--- src/snake_pkg.sv ---
// Shared types for the snake game core
// Grid points, headings, game states and the move strobe payload
package snake_pkg;

    // --------------------
    // Grid geometry
    // --------------------

    // One bit wider than the grid needs, so a step off the edge stays visible
    typedef logic [6:0] coord_t;

    typedef struct packed {
        coord_t x;
        coord_t y;
    } point_t;

    // Clockwise order, so a right turn is +1 and a left turn is -1
    typedef enum logic [1:0] {
        dir_up    = 2'd0,
        dir_right = 2'd1,
        dir_down  = 2'd2,
        dir_left  = 2'd3
    } heading_t;

    typedef enum logic [1:0] {
        st_idle = 2'd0,
        st_play = 2'd1,
        st_over = 2'd2
    } game_state_t;

    // Payload of one step
    typedef struct packed {
        point_t   head;
        heading_t heading;
    } move_t;

    // --------------------
    // Heading helpers
    // --------------------

    function automatic heading_t rotate_cw(input heading_t h);
        return heading_t'(2'(h + 2'd1));
    endfunction

    function automatic heading_t rotate_ccw(input heading_t h);
        return heading_t'(2'(h - 2'd1));
    endfunction

    // No wraparound, y grows downwards
    function automatic point_t step_point(input point_t p, input heading_t h);
        point_t n;
        n = p;
        case (h)
            dir_up:    n.y = p.y - coord_t'(1);
            dir_right: n.x = p.x + coord_t'(1);
            dir_down:  n.y = p.y + coord_t'(1);
            default:   n.x = p.x - coord_t'(1);
        endcase
        return n;
    endfunction

endpackage

--- src/head_stepper.sv ---
// Button front end and step generator
// Synchronizes the turn buttons, keeps one pending turn per step and
// emits a move strobe with the next head every TICK_CYCLES clocks
module head_stepper #(
    parameter int TICK_CYCLES = 6_250_000
) (
    input  logic              clock_25,
    input  logic              rst,
    input  logic              right_p,
    input  logic              left_p,
    input  logic              playing,
    input  snake_pkg::point_t start_head,
    output logic              start_press,
    output snake_pkg::move_t  move,
    output logic              move_valid
);
    import snake_pkg::*;

    localparam int CNT_BITS = (TICK_CYCLES > 1) ? $clog2(TICK_CYCLES) : 1;

    // Bit 1 is right, bit 0 is left
    logic [1:0]          sync_a;
    logic [1:0]          sync_b;
    logic [1:0]          sync_prev;
    logic [1:0]          press;
    logic                turn_pending;
    logic                turn_right;
    logic [CNT_BITS-1:0] tick_cnt;
    logic                tick;
    heading_t            next_heading;

    // --------------------
    // Button synchronizers
    // --------------------
    always_ff @(posedge clock_25) begin
        if (rst) begin
            sync_a    <= '0;
            sync_b    <= '0;
            sync_prev <= '0;
            press     <= '0;
        end else begin
            sync_a    <= {right_p, left_p};
            sync_b    <= sync_a;
            sync_prev <= sync_b;
            press     <= sync_b & ~sync_prev;
        end
    end

    // Outside play a press only means start
    assign start_press = (|press) && !playing;

    // Only the first press between two ticks is kept
    always_ff @(posedge clock_25) begin
        if (rst) begin
            turn_pending <= 1'b0;
            turn_right   <= 1'b0;
        end else if (tick) begin
            turn_pending <= 1'b0;
        end else if (playing && !turn_pending && (|press)) begin
            turn_pending <= 1'b1;
            turn_right   <= press[1];
        end
    end

    always_comb begin
        next_heading = move.heading;
        if (turn_pending) begin
            next_heading = turn_right ? rotate_cw(move.heading) : rotate_ccw(move.heading);
        end
    end

    // --------------------
    // Step timing
    // --------------------
    assign tick = playing && (tick_cnt == CNT_BITS'(TICK_CYCLES - 1));

    always_ff @(posedge clock_25) begin
        if (rst || !playing || tick) begin
            tick_cnt <= '0;
        end else begin
            tick_cnt <= tick_cnt + 1'b1;
        end
    end

    // move.head doubles as the current head of the stepper
    always_ff @(posedge clock_25) begin
        if (rst) begin
            move       <= '{head: start_head, heading: dir_right};
            move_valid <= 1'b0;
        end else begin
            move_valid <= tick;
            if (tick) begin
                move <= '{head: step_point(move.head, next_heading), heading: next_heading};
            end
        end
    end

endmodule

--- src/snake_body.sv ---
// Snake body store
// Ring of segment points with the newest at head_ptr; the last
// length entries are the body. Flags a new head landing on the body
module snake_body #(
    parameter int MAX_LEN  = 63,
    parameter int LEN_BITS = 6,
    parameter int GRID_W   = 32,
    parameter int GRID_H   = 32
) (
    input  logic                clock_25,
    input  logic                rst,
    input  snake_pkg::move_t    move,
    input  logic                move_valid,
    input  logic                grow,
    input  logic                playing,
    output logic                body_hit,
    output logic [LEN_BITS-1:0] length,
    output snake_pkg::point_t   head_out,
    output snake_pkg::point_t   start_head
);
    import snake_pkg::*;

    localparam point_t CENTER = '{x: coord_t'(GRID_W / 2), y: coord_t'(GRID_H / 2)};

    point_t              seg [MAX_LEN];
    logic [LEN_BITS-1:0] head_ptr;
    logic [LEN_BITS-1:0] nxt_ptr;
    logic [MAX_LEN-1:0]  hit_vec;
    logic                accept;

    // Referee holds playing low on a colliding move
    assign accept  = move_valid && playing;
    assign nxt_ptr = (head_ptr == LEN_BITS'(MAX_LEN - 1)) ? '0 : head_ptr + 1'b1;

    // --------------------
    // Self-hit compare
    // --------------------
    always_comb begin
        logic [LEN_BITS:0] age;
        hit_vec = '0;
        for (int i = 0; i < MAX_LEN; i++) begin
            // Distance back from the newest segment
            if (head_ptr >= LEN_BITS'(i)) begin
                age = {1'b0, head_ptr} - (LEN_BITS + 1)'(i);
            end else begin
                age = {1'b0, head_ptr} + (LEN_BITS + 1)'(MAX_LEN - i);
            end
            hit_vec[i] = (age < {1'b0, length}) && (seg[i] == move.head);
        end
    end

    assign body_hit = |hit_vec;

    // --------------------
    // Segment ring
    // --------------------
    always_ff @(posedge clock_25) begin
        if (rst) begin
            seg[0] <= CENTER;
        end else if (accept) begin
            seg[nxt_ptr] <= move.head;
        end
    end

    // Tail follows on its own unless the length grows
    always_ff @(posedge clock_25) begin
        if (rst) begin
            head_ptr <= '0;
            length   <= LEN_BITS'(1);
        end else if (accept) begin
            head_ptr <= nxt_ptr;
            if (grow && (length != LEN_BITS'(MAX_LEN))) begin
                length <= length + 1'b1;
            end
        end
    end

    assign head_out   = seg[head_ptr];
    assign start_head = CENTER;

endmodule

--- src/game_referee.sv ---
// Game referee
// Runs the idle, play and over FSM, judges each move against the walls,
// the body and the fruit, keeps the score and places new fruit
module game_referee #(
    parameter int GRID_W = 32,
    parameter int GRID_H = 32
) (
    input  logic                   clock_25,
    input  logic                   rst,
    input  logic                   start_press,
    input  snake_pkg::move_t       move,
    input  logic                   move_valid,
    input  logic                   body_hit,
    output logic                   grow,
    output logic                   playing,
    output snake_pkg::game_state_t state,
    output snake_pkg::point_t      fruit,
    output logic [7:0]             score
);
    import snake_pkg::*;

    localparam logic [15:0] LFSR_SEED = 16'hace1;
    localparam coord_t      MASK_X    = coord_t'(GRID_W - 1);
    localparam coord_t      MASK_Y    = coord_t'(GRID_H - 1);

    logic [15:0] lfsr;
    logic        wall_hit;
    logic        collide;
    logic        eat;
    logic        accept;

    // Low bits of each LFSR byte, masked to the grid
    function automatic point_t fruit_from(input logic [15:0] v);
        point_t p;
        p.x = coord_t'(v[6:0]) & MASK_X;
        p.y = coord_t'(v[14:8]) & MASK_Y;
        return p;
    endfunction

    // --------------------
    // Move judging
    // --------------------

    // Below zero shows up as all ones, so one compare covers both sides
    assign wall_hit = (int'(move.head.x) >= GRID_W) || (int'(move.head.y) >= GRID_H);
    assign collide  = move_valid && (wall_hit || body_hit);
    assign eat      = (move.head == fruit);

    // Dropped already in the colliding cycle so the body skips the move
    assign playing = (state == st_play) && !collide;
    assign accept  = move_valid && playing;
    assign grow    = accept && eat;

    // --------------------
    // Game FSM
    // --------------------
    always_ff @(posedge clock_25) begin
        if (rst) begin
            state <= st_idle;
        end else begin
            case (state)
                st_idle: begin
                    if (start_press) begin
                        state <= st_play;
                    end
                end
                st_play: begin
                    if (collide) begin
                        state <= st_over;
                    end
                end
                default: begin
                    // Over holds until rst
                    state <= st_over;
                end
            endcase
        end
    end

    // x^16 + x^14 + x^13 + x^11 + 1, free running
    always_ff @(posedge clock_25) begin
        if (rst) begin
            lfsr <= LFSR_SEED;
        end else begin
            lfsr <= {lfsr[14:0], lfsr[15] ^ lfsr[13] ^ lfsr[12] ^ lfsr[10]};
        end
    end

    // --------------------
    // Score and fruit
    // --------------------
    always_ff @(posedge clock_25) begin
        if (rst) begin
            score <= 8'd0;
            fruit <= fruit_from(LFSR_SEED);
        end else if (grow) begin
            if (score != 8'hff) begin
                score <= score + 8'd1;
            end
            fruit <= fruit_from(lfsr);
        end
    end

endmodule

--- src/snake_game.sv ---
// Snake game core top level
// Stepper produces moves, body stores them, referee judges them.
// Grid size, capacity and step period are set here and passed down
module snake_game #(
    parameter int GRID_W      = 32,
    parameter int GRID_H      = 32,
    parameter int MAX_LEN     = 63,
    parameter int TICK_CYCLES = 6_250_000,
    parameter int LEN_BITS    = 6
) (
    input  logic                   clock_25,
    input  logic                   rst,
    input  logic                   right_p,
    input  logic                   left_p,
    output snake_pkg::point_t      head_out,
    output snake_pkg::point_t      fruit,
    output logic [LEN_BITS-1:0]    length,
    output logic [7:0]             score,
    output snake_pkg::game_state_t state,
    output logic                   move_valid
);
    import snake_pkg::*;

    move_t  move;
    point_t start_head;
    logic   start_press;
    logic   playing;
    logic   grow;
    logic   body_hit;

    head_stepper #(
        .TICK_CYCLES(TICK_CYCLES)
    ) u_stepper (
        .clock_25    (clock_25),
        .rst         (rst),
        .right_p     (right_p),
        .left_p      (left_p),
        .playing     (playing),
        .start_head  (start_head),
        .start_press (start_press),
        .move        (move),
        .move_valid  (move_valid)
    );

    snake_body #(
        .MAX_LEN  (MAX_LEN),
        .LEN_BITS (LEN_BITS),
        .GRID_W   (GRID_W),
        .GRID_H   (GRID_H)
    ) u_body (
        .clock_25   (clock_25),
        .rst        (rst),
        .move       (move),
        .move_valid (move_valid),
        .grow       (grow),
        .playing    (playing),
        .body_hit   (body_hit),
        .length     (length),
        .head_out   (head_out),
        .start_head (start_head)
    );

    game_referee #(
        .GRID_W (GRID_W),
        .GRID_H (GRID_H)
    ) u_referee (
        .clock_25    (clock_25),
        .rst         (rst),
        .start_press (start_press),
        .move        (move),
        .move_valid  (move_valid),
        .body_hit    (body_hit),
        .grow        (grow),
        .playing     (playing),
        .state       (state),
        .fruit       (fruit),
        .score       (score)
    );

endmodule

--- config.mk ---
export PLATFORM = sky130hd
export DESIGN_NAME = snake_game
export DESIGN_NICKNAME = d
export VERILOG_FILES = /design/src/snake_pkg.sv /design/src/head_stepper.sv /design/src/snake_body.sv /design/src/game_referee.sv /design/src/snake_game.sv
export SDC_FILE = /design/constraint.sdc
export NUM_CORES = 2
export LEC_CHECK = 0
export BUFFER_PORTS_ARGS = -buffer_cell sky130_fd_sc_hd__clkbuf_2
export CORE_ASPECT_RATIO = 1.5
export CORE_MARGIN = 5
export CORE_UTILIZATION = 59
export DETAILED_ROUTE_END_ITERATION = 8
export PLACE_DENSITY = 0.86
export SLEW_MARGIN = 20
export SYNTH_ARGS = -nofsm -noshare
export SYNTH_HDL_FRONTEND = slang
export SYNTH_SLANG_ARGS = --single-unit
--- constraint.sdc ---
create_clock -name clock_25 -period 6.3 [get_ports clock_25]
set_input_delay 0.315 -clock clock_25 [delete_from_list [all_inputs] [get_ports clock_25]]
set_output_delay 0.315 -clock clock_25 [all_outputs]
set_load 0.01 [all_outputs]
==> run_results.csv <==
group,metric,value,unit
synth,synth_edf_count,896,
detailed_routing,detail_route.iter0.violations,9483,
worst_hold_path,holdPathEnd,"u_stepper.move[12]",
floorplan,initial_core_util,59.44,%
synth,synth-seq-area-share,44.94,%
clocking,cts.clk_slew.worst_paths,0.07,ns
critical_path,worst_r2r_startpoint,"u_body.head_ptr[5]",
detailed_routing,drtPass1Iterations,9,
finish,nFillCells,7536,
detailed_routing,routed_wire_length_per_instance,38.80,um
synth,ys_seq_elements,1000,
detailed_routing,remaining_drc_errors,1,
floorplan,chipWidth,280.0,um
clocking,clock_sinks,1000,
placed_design,gp_congestion,1.158,
global_routing,grt_use_total,48.28,%
critical_path,critPathLaunchType,"flop",
critical_path,cpMaxStageDelayCell,"sky130_fd_sc_hd__nor4_1",
finish,area_delta_synth_final,16.42,%
timing,worst_slew_slack_as_a_fraction_of_its_limit,10.89,%
critical_path,rr_endpoint,"u_body.seg[15][9]",
clocking,cts_buffer_depth,3,
critical_path,r2r_cells,20,
critical_path,cp_data_required_time,6.69,ns
placed_design,placedCellCount,7248,
status,run_status,"finished with violations",
clocking,h_tree_depth,3,
synth,netlist_instances,5337,
synth,syn-mean-instance-area,12.09,um^2
critical_path,critical_path_class,"flop to flop",
timing,report.final.slew_viol_count,0,
finish,layoutNonFillerInstCount,7458,
finish,finish.net_count,6298,
timing,fin_worst_skew,0.07251,ns
detailed_routing,wl,289400,um
worst_hold_path,hold_path.startpoint,"rst",
floorplan,die_area,0.1162,mm^2
timing,worst_slew_pin_tran,1.324,ns
floorplan,fp-row-count,148,
timing,timing_hold_violations_final,0,
placed_design,detailed_place_hpwl,210700,um
global_routing,grt_residual_overflow,0,
clocking,tritoncts,"yes",
detailed_routing,ant_nets,0,
finish,area.sequential,0.02907,mm^2
critical_path,worst_path_largest_cell_delay,0.75,ns
critical_path,chain_of_cells_forming_the_critical_path,"buf_4 -> ha_1 -> buf_4 -> a31oi_1 -> o21ai_0 -> a21oi_1 -> o21ai_1 -> ha_1 -> nor4_1 -> o2111ai_1 -> nor4_1 -> o21ai_0 -> o2111ai_1 -> nor4_1 -> and4bb_2 -> nand3_2 -> buf_4 -> nor2_1 -> and2_2 -> buf_12",
clocking,clock_buffers_created_by_tritoncts,92,
timing,achievable-frequency,153.2,MHz
floorplan,fp.dieH,414.9,um
floorplan,area_of_the_core_region,0.1085,mm^2
clocking,ctsRootBufferMaster,"sky130_fd_sc_hd__clkbuf_16",
placed_design,post_placement_setup_slack,-0.4474,ns
job,number_of_max_cap_violations,0,
power,powerDensity,177.1,mW/mm^2
global_routing,grt_pass1_wl,396200,um
timing,grt_setup_unrepaired,"false",
timing,fin_tns_setup,-86.37,ns
synth,yosys.cell_types.count,98,
synth,yosysWarnings,0,
critical_path,end_kind,"flop",
synth,netlist_area_pre_place,0.06450,mm^2
finish,drive_gt1_share,21.18,%
synth,ys.flop_type,"sky130_fd_sc_hd__edfxtp_1",
placed_design,placement.io_buffers,44,
global_routing,antenna_found_initial,40,
worst_hold_path,holdPathStages,2,
critical_path,crit_path_max_fanout,37,
power,worst_ir_drop_vdd,0.2467,mV
timing,setup_viol,812,
synth,postSynth.asyncResetShare,0,%
clocking,clock_latency,0.73,ns
timing,finalWorstSetupSlack,-0.2262,ns
global_routing,number_of_global_route_vias_before_repair,52105,
detailed_routing,routed-via-count,54165,
power,cellLeakagePower,25.68,nW
timing,period_share,103.6,%
finish,multiInputGateArea,0.03511,mm^2
finish,finalCoreUtilization,69.20,%
critical_path,worst_ep_arrival_time,6.91,ns
worst_hold_path,holdCritPathClass,"primary input to flop",
status,violated_checks,"design-rule violations, negative setup slack",
power,total_power,13.30,mW
critical_path,reg2reg_setup_slack,-0.23,ns
detailed_routing,viasPerCell,7.263,
timing,final.min_clock_period,6.526,ns
global_routing,largest_net_degree_at_the_start_of_global_routing,73,
floorplan,top_level_ports,49,
-- cell type report --
cell class	count	area share [%]
inverters	60	0.3049
repair buffers	610	7.460
diodes	26	0.08664
clock buffers	109	3.246
well taps	1425	2.374
multi-input cells	4167	46.76
clock inverters	61	1.060
flip-flops and latches	1000	38.71
-- cell usage in the layout (no fill, tap or decap), types with 34 or more instances in the layout --
cell | Yosys | routed
sky130_fd_sc_hd__edfxtp_1 | 896 | 896
sky130_fd_sc_hd__xnor2_1 | 581 | 578
sky130_fd_sc_hd__xor2_1 | 515 | 515
sky130_fd_sc_hd__buf_4 | 57 | 472
sky130_fd_sc_hd__ha_1 | 361 | 358
sky130_fd_sc_hd__mux4_2 | 294 | 294
sky130_fd_sc_hd__a21oi_1 | 290 | 286
sky130_fd_sc_hd__nand2_1 | 271 | 269
sky130_fd_sc_hd__conb_1 | 1 | 260
sky130_fd_sc_hd__nor2_1 | 275 | 224
sky130_fd_sc_hd__o21ai_0 | 168 | 166
sky130_fd_sc_hd__nor4_1 | 147 | 137
sky130_fd_sc_hd__nand4_1 | 127 | 127
sky130_fd_sc_hd__nand3_1 | 108 | 108
sky130_fd_sc_hd__clkbuf_16 | 0 | 93
sky130_fd_sc_hd__buf_12 | 0 | 90
sky130_fd_sc_hd__dfxtp_1 | 104 | 80
sky130_fd_sc_hd__mux2i_1 | 71 | 71
sky130_fd_sc_hd__nor2_4 | 0 | 50
sky130_fd_sc_hd__a31oi_1 | 50 | 49
sky130_fd_sc_hd__inv_1 | 52 | 46
sky130_fd_sc_hd__clkbuf_2 | 0 | 43
sky130_fd_sc_hd__nor3_1 | 41 | 41
sky130_fd_sc_hd__a211oi_1 | 42 | 41
sky130_fd_sc_hd__nor2b_1 | 42 | 40
sky130_fd_sc_hd__mux2_2 | 38 | 38
sky130_fd_sc_hd__nand2b_1 | 35 | 35
sky130_fd_sc_hd__a21o_1 | 35 | 35
sky130_fd_sc_hd__o21a_1 | 34 | 34
-- what timing repair did --
item / in CTS / in global routing
buffers inserted: 5 / 6
endpoints found under the hold margin: 2 / 0
cloned: 0 / 0
pin swaps: 6 / 11
hold buffers: 2 / 0
gates resized for setup: 41 / 28
setup endpoints to repair: 1386 / 1398
-- flip-flops by register name (all words and copies together) (netlist names), named ones only --
register                cells
u_stepper.move_valid        1
u_stepper.sync_a            2
u_stepper.tick_cnt         23
u_referee.lfsr             16
u_body.head_ptr             6
u_stepper.sync_prev         2
u_stepper.press             2
u_stepper.turn_pending      1
u_stepper.sync_b            2
u_body.length               6
u_referee.fruit            10
u_stepper.move             16
u_referee.score             8
u_body.seg                896
u_referee.state             2
u_stepper.turn_right        1
-- Yosys cell counts (9+ instances only) --
cell type | n | share of area (%)
sky130_fd_sc_hd__edfxtp_1 | 896 | 42
sky130_fd_sc_hd__xnor2_1 | 581 | 7.9
sky130_fd_sc_hd__xor2_1 | 515 | 7.0
sky130_fd_sc_hd__ha_1 | 361 | 7.0
sky130_fd_sc_hd__mux4_2 | 294 | 10
sky130_fd_sc_hd__a21oi_1 | 290 | 2.3
sky130_fd_sc_hd__nor2_1 | 275 | 1.6
sky130_fd_sc_hd__nand2_1 | 271 | 1.6
sky130_fd_sc_hd__o21ai_0 | 168 | 1.3
sky130_fd_sc_hd__clkbuf_1 | 164 | 0.95
sky130_fd_sc_hd__nor4_1 | 147 | 1.4
sky130_fd_sc_hd__nand4_1 | 127 | 1.2
sky130_fd_sc_hd__nand3_1 | 108 | 0.84
sky130_fd_sc_hd__dfxtp_1 | 104 | 3.2
sky130_fd_sc_hd__buf_2 | 88 | 0.68
sky130_fd_sc_hd__mux2i_1 | 71 | 1.1
sky130_fd_sc_hd__buf_4 | 57 | 0.66
sky130_fd_sc_hd__buf_1 | 56 | 0.33
sky130_fd_sc_hd__inv_1 | 52 | 0.30
sky130_fd_sc_hd__a31oi_1 | 50 | 0.48
sky130_fd_sc_hd__a211oi_1 | 42 | 0.49
sky130_fd_sc_hd__nor2b_1 | 42 | 0.41
sky130_fd_sc_hd__nor3_1 | 41 | 0.32
sky130_fd_sc_hd__mux2_2 | 38 | 0.66
sky130_fd_sc_hd__a21o_1 | 35 | 0.41
sky130_fd_sc_hd__nand2b_1 | 35 | 0.34
sky130_fd_sc_hd__o21a_1 | 34 | 0.40
sky130_fd_sc_hd__o2111ai_1 | 28 | 0.38
sky130_fd_sc_hd__a2111oi_0 | 27 | 0.37
sky130_fd_sc_hd__and2_1 | 27 | 0.26
sky130_fd_sc_hd__o211ai_1 | 27 | 0.31
sky130_fd_sc_hd__or4_1 | 22 | 0.26
sky130_fd_sc_hd__and3_1 | 17 | 0.16
sky130_fd_sc_hd__a211o_1 | 13 | 0.18
sky130_fd_sc_hd__or3_1 | 13 | 0.13
sky130_fd_sc_hd__a311oi_1 | 11 | 0.15
sky130_fd_sc_hd__or2_2 | 11 | 0.11
sky130_fd_sc_hd__a31o_2 | 10 | 0.14
sky130_fd_sc_hd__a311o_1 | 9 | 0.14
sky130_fd_sc_hd__o31ai_1 | 9 | 0.10
-- logic make-up after synthesis --
logic type / count (synthesis) / share of synthesized area, %
flops: 1000 / 44.94
mux: 403 / 12.03
other cells: 1 / 0.005814
xor+xnor: 1096 / 14.88
buf+inv: 429 / 3.046
simple gates: 1174 / 9.172
fa+ha+maj: 363 / 7.065
compound gates: 871 / 8.856
-- per-layer routing --
metal  global-route usage [%]  vias to the layer above  share of wire, %
met4                    42.19                       20                13
met5                        0                        -             0.043
met1                    54.57                    25775                30
met2                    72.37                     5364                43
li1                         -                    21146                 -
met3                    16.80                     1860                14
-- stage by stage --
stage                     instance area (um^2)  hold slack (ns)
after global placement                   71180           0.3734
final                                    75090          0.08175
after floorplan                          65670           0.3674
after CTS                                74760          0.02991
after global routing                     75030          0.07085
after detailed placement                 71200           0.3752
-- where the power goes --
part | internal [mW] | leakage [nW] | total [mW] | switching (mW)
clock network | 3.38 | 1.55 | 6.04 | 2.66
registers | 7.15 | 8.39 | 7.15 | 0.00805
logic | 0.0320 | 15.7 | 0.105 | 0.0726
-- worst max path at each step --
stage	startpoint	endpoint	slack, ns	cells past startpoint
after floorplan	u_body.head_ptr[3]	u_body.seg[30][0]	-0.14	25
after global placement	u_body.head_ptr[3]	u_body.seg[57][6]	-0.36	24
after detailed placement	u_body.head_ptr[3]	u_body.seg[59][12]	-0.45	24
after CTS	u_body.head_ptr[1]	u_body.seg[15][9]	0.003	23
after global routing	u_body.head_ptr[4]	u_body.seg[31][1]	0.005	24
final	u_body.head_ptr[5]	u_body.seg[15][9]	-0.23	20
-- worst max-delay path, delay by kind of cell, from the launching register on --
family,cells,cell delay [ns]
compound gates,7,2.04
fa+ha+maj,2,0.69
buf+inv,4,0.89
flops,1,0.40
simple gates,7,2.18
Note: power is estimated with default switching activity, not from simulation.
